File: config.mk
export PLATFORM = sky130hd
export DESIGN_NAME = predecode
export DESIGN_NICKNAME = d
export VERILOG_FILES = /design/src/hdl/fetch_pkg.sv /design/src/hdl/predecode.sv
export SDC_FILE = /design/constraint.sdc
export NUM_CORES = 1
export LEC_CHECK = 0
export ABC_AREA = 0
export ABC_CLOCK_PERIOD_IN_PS = 5600
export BUFFER_PORTS_ARGS = -buffer_cell sky130_fd_sc_hd__buf_2
export CAP_MARGIN = 20
export CORE_AREA = 2 2 203 205
export DETAILED_ROUTE_END_ITERATION = 16
export DIE_AREA = 0 0 205 207
export PLACE_DENSITY_LB_ADDON = 0.2
export SLEW_MARGIN = 10
export SYNTH_ARGS = -nofsm -noshare
export SYNTH_HDL_FRONTEND = slang
export SYNTH_SLANG_ARGS = --single-unit
File: constraint.sdc
create_clock -name vclk -period 5.6
set_input_delay 0.56 -clock vclk [all_inputs]
set_output_delay 0.56 -clock vclk [all_outputs]
set_load 0.02 [all_outputs]
File: src/hdl/fetch_pkg.sv
/* widths, opcode constants, instruction union,
   lane and fetch packet structs for the fetch front end */
`default_nettype none

package fetch_pkg;

  localparam int xlen = 64;                  // pc and address width
  localparam int ilen = 32;                  // one instruction

  localparam logic [5:0] op_br_lo      = 6'h30; // branch opcode range
  localparam logic [5:0] op_br_hi      = 6'h3f;
  localparam logic [5:0] op_operate_lo = 6'h10; // integer operate group
  localparam logic [5:0] op_operate_hi = 6'h13;
  localparam logic [4:0] zero_reg      = 5'd31; // r31 reads as zero, so no dest

  //////////////////////////////
  // instruction formats

  typedef struct packed {
    logic [5:0]  opcode;
    logic [4:0]  ra;                         // link reg for bsr/br
    logic [20:0] disp;                       // signed word displacement
  } br_fmt_t;

  typedef struct packed {
    logic [5:0]  opcode;
    logic [4:0]  ra;
    logic [4:0]  rb;
    logic [10:0] func;                       // sbz/lit flag and function code
    logic [4:0]  rc;                         // destination
  } opr_fmt_t;

  typedef union packed {
    br_fmt_t  br;
    opr_fmt_t opr;
  } inst_t;

  //////////////////////////////
  // lanes and packet

  typedef struct packed {
    logic            valid;
    logic [xlen-1:0] npc;                    // pc of this instruction + 4
    inst_t           ir;
  } raw_lane_t;

  typedef struct packed {
    raw_lane_t       raw;
    logic            is_branch;
    logic [xlen-1:0] branch_target;
    logic [4:0]      dest_reg;               // zero_reg when none
  } lane_t;

  typedef struct packed {
    lane_t lane_1;                           // older instruction
    lane_t lane_2;
  } fetch_pkt_t;

endpackage

`default_nettype wire

File: src/hdl/predecode.sv
/* predecode of both fetch lanes
   branch detect, branch target and destination register */
`timescale 1ns/1ps
`default_nettype none

module predecode import fetch_pkg::*;
(
  input  raw_lane_t  raw_1,
  input  raw_lane_t  raw_2,
  output fetch_pkt_t pkt
);

  //////////////////////////////
  // helpers

  // inclusive opcode range check
  function automatic logic op_in
  (
    input logic [5:0] op,
    input logic [5:0] lo,
    input logic [5:0] hi
  );
    return (op >= lo) && (op <= hi);
  endfunction

  // disp counts instructions, scale by 4 and sign extend
  function automatic logic [xlen-1:0] disp_offset(input logic [20:0] disp);
    return {{(xlen-23){disp[20]}}, disp, 2'b00};
  endfunction

  //////////////////////////////
  // one lane

  function automatic lane_t decode_lane(input raw_lane_t raw);
    lane_t      lane;
    logic [5:0] op;

    op = raw.ir.br.opcode;                   // opcode sits at the same bits in both formats

    // defaults, also what an invalid lane carries
    lane.raw           = raw;
    lane.is_branch     = 1'b0;
    lane.branch_target = '0;
    lane.dest_reg      = zero_reg;           // no destination

    if (raw.valid)
    begin
      if (op_in(op, op_br_lo, op_br_hi))
      begin
        lane.is_branch     = 1'b1;
        lane.branch_target = raw.npc + disp_offset(raw.ir.br.disp); // relative to pc+4
        lane.dest_reg      = raw.ir.br.ra;   // link reg, r31 for plain br
      end
      else if (op_in(op, op_operate_lo, op_operate_hi))
      begin
        lane.dest_reg = raw.ir.opr.rc;
      end
    end

    return lane;
  endfunction

  //////////////////////////////
  // both lanes, program order kept

  always_comb
  begin
    pkt.lane_1 = decode_lane(raw_1);
    pkt.lane_2 = decode_lane(raw_2);
  end

endmodule

`default_nettype wire

==> results.json <==
{
  "holdBufCountCts": 0,
  "yosysWarnings": 0,
  "fin_crit_ps": 4600,
  "placementRows": 74,
  "grt_max_degree": 61,
  "total_leakage_power_nw": 5.73,
  "cp-start-kind": "primary input",
  "yosys.cell_types.count": 77,
  "worstSetupPathType": "in -> out",
  "synthTopCellsByArea": "ha_1, buf_4, a21oi_1, nor2_1, a21o_1",
  "cp.required_ps": 5040,
  "post-route-period-util_pct": 82.1,
  "path_buf_inv": 2,
  "ir_drop_v": 0.0000474,
  "syn_area_per_cell_um2": 6.64,
  "coreArea_mm2": 0.0404,
  "grtUsageTotal_pct": 17.8,
  "seqPwrFrac_pct": 0,
  "synth_top_area_share_pct": 16.1,
  "final.setup.tns_ps": 0,
  "combPwrFrac_pct": 100.0,
  "overflow": 0,
  "status": "finished clean",
  "fmax_mhz": 218,
  "via_count": 11070,
  "timing.final.ws_setup_ps": 1000,
  "die-area_mm2": 0.0424,
  "synth_nets": 1750,
  "syn_inst": 1432,
  "rsz0062_at_grt": "no",
  "yosysSeqAreaShare_pct": 0,
  "wl_per_cell_um": 18.3,
  "design.seq.count": 0,
  "viasPerCell": 4.97,
  "end_kind": "output pin",
  "grt_first_pass_wirelength_um": 60600,
  "path_cells": "buf_2 -> ha_1 -> fa_1 -> a211o_1 -> a211oi_2 -> o21ai_1 -> a21bo_1 -> a31oi_1 -> o211a_1 -> o31a_2 -> o21ai_4 -> a311oi_2 -> mux2i_1 -> buf_2",
  "die_h_um": 207,
  "fillers": 4652,
  "cts_resized": 0,
  "p_int_mw": 0.512,
  "drt-initial-drc-count": 565,
  "max_stage_delay_ps": 450,
  "place.gp.congestion": 0.910,
  "routed_wl_um": 40700,
  "swShare_pct": 63.0,
  "dp_hpwl_um": 35500,
  "power_switching_mw": 0.874,
  "synth_area_leader_cell": "ha_1",
  "synthToLayoutAreaGrowth_pct": 16.8,
  "antenna_found_initial": 3,
  "grt_pass1_vias": 10542,
  "ios": 528,
  "powerDensity_mw_per_mm2": 125,
  "post-cts-setup-buffers": 0,
  "tightest_slew_ps": 736,
  "crit_path_frequent_cell": "buf_2",
  "max-slew-margin-rel_pct": 50.9,
  "finalHoldViolations": 0,
  "start_util_pct": 23.5,
  "max_cap_violations": 0,
  "dp_slack_ps": 1050,
  "cp_max_fo": 4,
  "crit_family": "compound AO/OA/AOI/OAI gates",
  "port_buffers": 520,
  "whs_ps": 1120,
  "drc_errors": 0,
  "clockPowerShare_pct": 0,
  "drt_first_pass_iters": 5,
  "syn_area_mm2": 0.00950,
  "slowest_stage": "fa_1",
  "area.sequential_um2": 0,
  "drive_gt1_share_pct": 32.6,
  "final_net_count": 2016,
  "die_x_um": 205,
  "drv_slew": 0,
  "clockBufferCount": 0,
  "critPathArrivalTime_ps": 4040,
  "setup_viol": 0,
  "ant_nets": 0,
  "hold_path.class": "in -> out"
}
-- cells in the final DEF, fill, tap and decap left out, types with 13 or more instances in the layout --
cell type / n
buf_2: 520
inv_1: 36
nand4_1: 46
nor3_1: 26
and2_1: 18
o21bai_1: 27
ha_1: 122
a21o_1: 74
o21ai_1: 18
a31oi_1: 14
nand2b_1: 13
nor2_1: 179
xnor2_1: 61
o21ai_0: 63
o21a_1: 16
nand2_1: 86
a21oi_1: 145
nand3_1: 25
xor2_1: 42
-- cells by family after synthesis --
family / after synthesis / synth area share, %
buf+inv: 296 / 19.4
xor+xnor: 103 / 9.49
compound gates: 460 / 32.1
fa+ha+maj: 124 / 16.5
mux: 4 / 0.421
simple gates: 445 / 22.0
-- stage by stage --
step           std cells  cell area [um^2]  util [%]  power, mW
3_3_place_gp        2228             11100      27.5       1.38
6_report            2229             11100      27.5       1.39
4_1_cts             2228             11100      27.5       1.38
5_1_grt             2229             11100      27.5       1.51
2_1_floorplan       1432              9500         -       1.03
3_5_place_dp        2228             11100      27.5       1.38
-- power groups by stage --
stage	clock (mW)	combinational [mW]	sequential, mW
2_1_floorplan	0	1.03	0
5_1_grt	0.0000000240	1.51	0
3_5_place_dp	0	1.38	0
4_1_cts	0	1.38	0
6_report	0.0000000241	1.39	0
3_3_place_gp	0	1.38	0
-- synthesized netlist by cell type, drive strengths merged (3+ instances only) --
| library cell | n |
|---|---|
| a21oi | 146 |
| nand4 | 46 |
| a31oi | 15 |
| or2 | 6 |
| nand2b | 13 |
| nor4 | 7 |
| a41o | 3 |
| o211ai | 12 |
| nor3 | 26 |
| a41oi | 3 |
| a21o | 74 |
| and2 | 19 |
| a21boi | 4 |
| o21ai | 83 |
| a221o | 4 |
| o31ai | 9 |
| and4 | 3 |
| o21a | 17 |
| or3 | 7 |
| ha | 122 |
| o21bai | 28 |
| o221ai | 6 |
| clkbuf | 59 |
| a211oi | 13 |
| and3 | 8 |
| mux2i | 4 |
| o211a | 3 |
| xor2 | 42 |
| nor2b | 9 |
| nor2 | 179 |
| nand3 | 27 |
| a221oi | 7 |
| buf | 201 |
| a211o | 7 |
| inv | 36 |
| nor3b | 5 |
| nand2 | 87 |
| o22a | 11 |
| xnor2 | 61 |
-- per-layer routing --
layer	GRT usage (%)	up-vias	wire length, um
met3	0.645	20	1890
li1	-	5507	-
met4	1.59	2	361
met1	25.4	5152	19300
met2	30.8	389	19200
met5	0	-	13
-- worst paths after layout --
path	from	to	cells past startpoint
worst max-delay path	raw_2[0]	pkt[67]	14
worst min-delay path	raw_1[27]	pkt[264]	0
-- cell type report --
type / instances / area, um^2 / area share, %
repair buffers: 524 / 2630 / 23.7
well taps: 532 / 666 / 6.00
multi-input cells: 1136 / 7660 / 69.0
diodes: 1 / 2.50 / 0.0225
inverters: 36 / 135 / 1.22
No activity file was read; power rests on OpenSTA's default activity.
