--- config.mk ---
export PLATFORM = sky130hd
export DESIGN_NAME = fetch_stage
export DESIGN_NICKNAME = d
export VERILOG_FILES = /design/src/hdl/fetch_pkg.sv /design/src/hdl/fetch_stage.sv
export SDC_FILE = /design/constraint.sdc
export NUM_CORES = 1
export LEC_CHECK = 0
export CORE_AREA = 2 2 129 131
export DETAILED_ROUTE_END_ITERATION = 10
export DIE_AREA = 0 0 131 133
export DONT_BUFFER_PORTS = 1
export PLACE_DENSITY = 0.63
export SYNTH_ARGS = -nofsm -noshare
export SYNTH_HDL_FRONTEND = slang
export SYNTH_SLANG_ARGS = --single-unit
--- constraint.sdc ---
create_clock -name clock -period 3.1 [get_ports clock]
set_input_delay 0.155 -clock clock [delete_from_list [all_inputs] [get_ports clock]]
set_output_delay 0.155 -clock clock [all_outputs]
set_load 0.005 [all_outputs]
--- src/hdl/fetch_pkg.sv ---
/* widths, opcode constants, instruction union,
   lane and fetch packet structs for the fetch front end */
`default_nettype none

package fetch_pkg;

  localparam int xlen = 64;                  // pc and address width
  localparam int ilen = 32;                  // one instruction

  localparam logic [5:0] op_br_lo      = 6'h30; // branch opcode range
  localparam logic [5:0] op_br_hi      = 6'h3f;
  localparam logic [5:0] op_operate_lo = 6'h10; // integer operate group
  localparam logic [5:0] op_operate_hi = 6'h13;
  localparam logic [4:0] zero_reg      = 5'd31; // r31 reads as zero, so no dest

  //////////////////////////////
  // instruction formats

  typedef struct packed {
    logic [5:0]  opcode;
    logic [4:0]  ra;                         // link reg for bsr/br
    logic [20:0] disp;                       // signed word displacement
  } br_fmt_t;

  typedef struct packed {
    logic [5:0]  opcode;
    logic [4:0]  ra;
    logic [4:0]  rb;
    logic [10:0] func;                       // sbz/lit flag and function code
    logic [4:0]  rc;                         // destination
  } opr_fmt_t;

  typedef union packed {
    br_fmt_t  br;
    opr_fmt_t opr;
  } inst_t;

  //////////////////////////////
  // lanes and packet

  typedef struct packed {
    logic            valid;
    logic [xlen-1:0] npc;                    // pc of this instruction + 4
    inst_t           ir;
  } raw_lane_t;

  typedef struct packed {
    raw_lane_t       raw;
    logic            is_branch;
    logic [xlen-1:0] branch_target;
    logic [4:0]      dest_reg;               // zero_reg when none
  } lane_t;

  typedef struct packed {
    lane_t lane_1;                           // older instruction
    lane_t lane_2;
  } fetch_pkt_t;

endpackage

`default_nettype wire

--- src/hdl/fetch_stage.sv ---
/* fetch stage: pc register, next pc select,
   word address to imem and split of the word into two raw lanes */
`timescale 1ns/1ps
`default_nettype none

module fetch_stage import fetch_pkg::*;
#(
  parameter int imem_addr_bits = 8           // imem depth in 64-bit words
)
(
  input  logic                      clock,
  input  logic                      reset,
  input  logic                      stall,       // level, freezes pc
  input  logic                      take_branch, // one-cycle redirect strobe
  input  logic [xlen-1:0]           target_pc,
  input  logic [2*ilen-1:0]         imem_data,   // two instructions
  output logic [imem_addr_bits-1:0] imem_addr,
  output raw_lane_t                 raw_1,
  output raw_lane_t                 raw_2
);

  logic [xlen-1:0] pc;                       // pc we are fetching now
  logic [xlen-1:0] pc_plus_4;
  logic [xlen-1:0] pc_plus_8;
  logic [xlen-1:0] seq_pc;                   // next pc with no redirect
  logic [xlen-1:0] next_pc;
  logic            pc_en;

  //////////////////////////////
  // next pc

  assign pc_plus_4 = pc + xlen'(4);
  assign pc_plus_8 = pc + xlen'(8);

  // from the odd slot only one instruction is consumed
  assign seq_pc  = pc[2] ? pc_plus_4 : pc_plus_8;
  assign next_pc = take_branch ? target_pc : seq_pc;

  // redirect must win over stall or the branch gets lost
  assign pc_en = take_branch | ~stall;

  always_ff @(posedge clock)
  begin
    if (reset)
      pc <= '0;                              // boot from address 0
    else if (pc_en)
      pc <= next_pc;
  end

  //////////////////////////////
  // memory address and lanes

  // word index, low 3 bits of pc dropped
  assign imem_addr = pc[imem_addr_bits+2:3];

  // lower address sits in the upper half of the word
  always_comb
  begin
    raw_1.valid = ~pc[2];                    // upper slot skipped on odd pc
    raw_1.npc   = pc_plus_4;
    raw_1.ir    = imem_data[2*ilen-1:ilen];

    raw_2.valid = 1'b1;                      // second slot always fetched
    raw_2.npc   = seq_pc;                    // word base + 8 either way
    raw_2.ir    = imem_data[ilen-1:0];
  end

endmodule

`default_nettype wire

==> out/qor.csv <==
stage,metric,value,unit
status,status,finished with violations,
status,violations,hold timing,
die,die_area,0.0174,mm2
synth,syn-num-nets,1046,
power_and_ir_drop,p_per_area,344,mW/mm2
hold_path,hp-class,in -> reg,
grt,grtUsageMet3,8.45,%
clock_network,cts_tree,built,
setup_path,critPathTopFamily,simple AND/OR/NAND/NOR gates,
synth,synth_warnings,0,
sta,slew_viol_final,0,
synth,synthCells,910,
synth,synthArstFlopShare,0,%
grt,gr-usage-all-layers,28.6,%
synth,synth-seq-cells,64,
sta,period_needed,2.95,ns
setup_path,cp_max_fo,7,
power_and_ir_drop,peakVddDrop,0.285,mV
final_layout,nFillCells,1671,
drt,num_vias,6442,
sta,fin_tns_setup,0,ns
clock_network,clock_latency,0.34,ns
clock_network,cts_buffers,9,
grt,overflow,0,
sta,hold_slack,-0.00156,ns
power_and_ir_drop,p_leak,2.48,nW
grt,grt_use_met1,36.4,%
drt,route.detailed.drc,0,
sta,finalCritPeriodShare,95.1,%
power_and_ir_drop,pwr-share-seq,42.1,%
power_and_ir_drop,power.internal,1.66,mW
clock_network,cts-root-buf,clkbuf_16,
setup_path,end_kind,flip-flop,
grt,grtUsageMet2,45.8,%
setup_path,crit_type,reg -> reg,
power_and_ir_drop,finalPower,2.41,mW
final_layout,largest_reg_flops,64,
drt,vias_per_cell,6.12,
drt,routed_wl,25.2,mm
sta,setup_viol,0,
clock_network,clk_pin_slew,0.06,ns
sta,max_freq,0.339,GHz
setup_path,cp_data_arrival_time,3.23,ns
grt,grt_pass1_wl,37.3,mm
die,core-area,0.0162,mm2
setup_path,slowest_delay,0.58,ns
synth,synth_edf_count,0,
grt,busiest_layer,met2,
setup_path,cp_common_cell,nand4_1,
clock_network,cts_sinks,64,
setup_path,critical_path_required,3.38,ns
power_and_ir_drop,clock_power_share,41.0,%
synth,synth.distinct_cells,64,
setup_path,path_buf_inv,1,
setup_path,critPathSlowestCell,dlygate4sd3_1,
sta,hold_viol_final,1,
die,die_h,133,um
final_layout,fin_nets,966,
drt,firstDrtPassIters,5,
placed_design,gp_congestion,0.977,
grt,grt_pass1_vias,6165,
sta,worstMarginPinSlew,0.807,ns
clock_network,htree_num_levels,3,
setup_path,crit_path_start_kind,flip-flop,
die,initial_core_util,42.5,%
power_and_ir_drop,combPwrFrac,16.9,%
setup_path,cp-startpoint,pc[20]$_SDFFE_PP0N_,
drt,drtIter0Drc,372,
sta,relSlewSlack,46.0,%
sta,finClkSkew,0.00700,ns
die,io_pins,334,
drt,ant_nets,0,
die,core.rowCount,47,
die,die_x,131,um
power_and_ir_drop,netSwitchingFraction,31.1,%
placed_design,hpwl,18.7,mm
synth,yosysSeqAreaShare,18.7,%
final_layout,drive_gt1_share,11.0,%
final_layout,reg_top3,pc: 64 flops,
job,drv_cap,0,
grt,antenna_found_initial,0,
final_layout,area_growth,2.02,%
final_layout,antenna_cells,0,
sta,rsz0062_at_grt,false,
grt,grt_max_degree,50,
placed_design,io_buffer_count,0,
setup_path,cp_cell_sequence,nand4_1 > nor2_1 > nand4_1 > or3_1 > a311oi_1 > dlygate4sd3_1,
synth,syn_area_per_cell,7.55,um2
final_layout,top_register,pc,
drt,wire_per_inst,23.9,um
power_and_ir_drop,switchingPower,0.749,mW
setup_path,r2r-start,pc[20]$_SDFFE_PP0N_,
clock_network,cts_buffer_depth,2,
synth,synth_area,0.00687,mm2
hold_path,min_from,take_branch,
synth,synth_flop_cell,dfxtp_1,
## what timing repair did
item | in CTS | in global routing
hold buffers | 42 | 0
resized for setup | 0 | 3
endpoints found under the setup margin | 0 | 9
setup buffers | 0 | 1
endpoints found under the hold margin | 58 | 0
## worst paths after layout
check	end	cells past startpoint	slack, ns
min reg2reg	pc[63]$_SDFFE_PP0N_	2	0.54
max reg2reg	pc[49]$_SDFFE_PP0N_	6	0.15
max	pc[49]$_SDFFE_PP0N_	6	0.15
min	pc[10]$_SDFFE_PP0N_	2	-0.002
## area by class of cell
class                           count  area [um2]  share of cell area [%]
Clock buffer                       14         274                    3.91
Inverter                           13        50.0                   0.714
Multi-Input combinational cell    668        4450                    63.5
Sequential cell                    64        1280                    18.3
Tap cell                          220         275                    3.93
Timing Repair Buffer               74         678                    9.68
## placed cells by master, fill, tap and decap left out, types with 5 or more instances in the layout
cell / instances
a211oi_1: 24
or2_2: 5
xor2_1: 78
and4_1: 6
a311oi_1: 16
mux2i_1: 6
or3_1: 14
a31oi_1: 5
nand2_1: 50
buf_4: 32
and2_1: 5
o31ai_1: 11
nand3_1: 41
clkbuf_16: 9
nand4_2: 8
nor4_1: 17
xnor2_1: 70
nand4_1: 51
and3_1: 11
dfxtp_1: 63
a21oi_1: 8
o21ai_0: 17
dlygate4sd3_1: 41
or4_1: 15
nor3_1: 36
nor2_1: 115
inv_1: 9
## cells in the mapped netlist, drive strengths merged (2+ instances only)
| library cell | count | area [um2] |
|---|---|---|
| o311a | 2 | 20.0 |
| and4 | 7 | 62.6 |
| or4b | 3 | 30.0 |
| xnor2 | 70 | 613 |
| o31ai | 11 | 82.6 |
| and2 | 5 | 31.3 |
| a211oi | 24 | 180 |
| mux2i | 6 | 60.1 |
| a311oi | 16 | 140 |
| buf | 135 | 976 |
| conb | 2 | 7.51 |
| nand3 | 45 | 253 |
| nor3 | 40 | 215 |
| nand2 | 53 | 211 |
| o21ai | 17 | 85.1 |
| xor2 | 78 | 683 |
| or4 | 18 | 146 |
| inv | 12 | 45.1 |
| or3 | 16 | 106 |
| nor4 | 23 | 208 |
| ha | 4 | 50.1 |
| dfxtp | 64 | 1280 |
| nor2b | 2 | 12.5 |
| and3 | 13 | 83.8 |
| clkbuf | 29 | 114 |
| o21a | 4 | 30.0 |
| or2 | 5 | 31.3 |
| a31oi | 5 | 31.3 |
| nor2 | 116 | 435 |
| a21oi | 8 | 40.0 |
| o2111a | 4 | 45.0 |
| nand2b | 2 | 12.5 |
| nand4 | 60 | 440 |
## per-stage QoR
| stage | cell area (um2) | setup slack, ns | utilization (%) | hold WS, ns | instances |
|---|---|---|---|---|---|
| 6_report | 7010 | 0.153 | 43.3 | -0.00156 | 1053 |
| 5_1_grt | 7010 | 0.0371 | 43.3 | 0.00334 | 1053 |
| 4_1_cts | 6990 | 0.106 | 43.2 | 0.000533 | 1052 |
| 3_5_place_dp | 6280 | 0.473 | 38.8 | 0.236 | 996 |
| 3_3_place_gp | 6280 | 0.516 | 38.8 | 0.234 | 996 |
| 2_1_floorplan | 6870 | 0.841 | - | 0.298 | 910 |
## worst register-to-register path, stage by stage, from the launching register on
cell	delay, ns
dfxtp_1	0.52
nand4_1	0.30
nor2_1	0.52
nand4_1	0.32
or3_1	0.41
a311oi_1	0.24
dlygate4sd3_1	0.58
## metal layers
layer	vias up	wire length (um)
met5	-	0
met3	47	2380
met4	0	642
met1	3121	10300
li1	2964	-
met2	310	11900
## cell families after synthesis
logic type      share of synthesized area [%]
mux                                      1.04
simple gates                             33.6
xor+xnor                                 18.9
compound gates                           10.3
buf+inv                                  16.7
other cells                             0.109
fa+ha+maj                               0.729
flops                                    18.7
## power by group through the flow
stage               sequential [mW]  combinational [mW]  clock, mW
finish                         1.01               0.407      0.988
global route                   1.03               0.442       1.03
CTS                            1.01               0.408       1.00
detailed placement             1.03               0.341          0
global placement               1.03               0.340          0
floorplan                     0.921               0.479          0
Power figures use the tool's default switching activity.
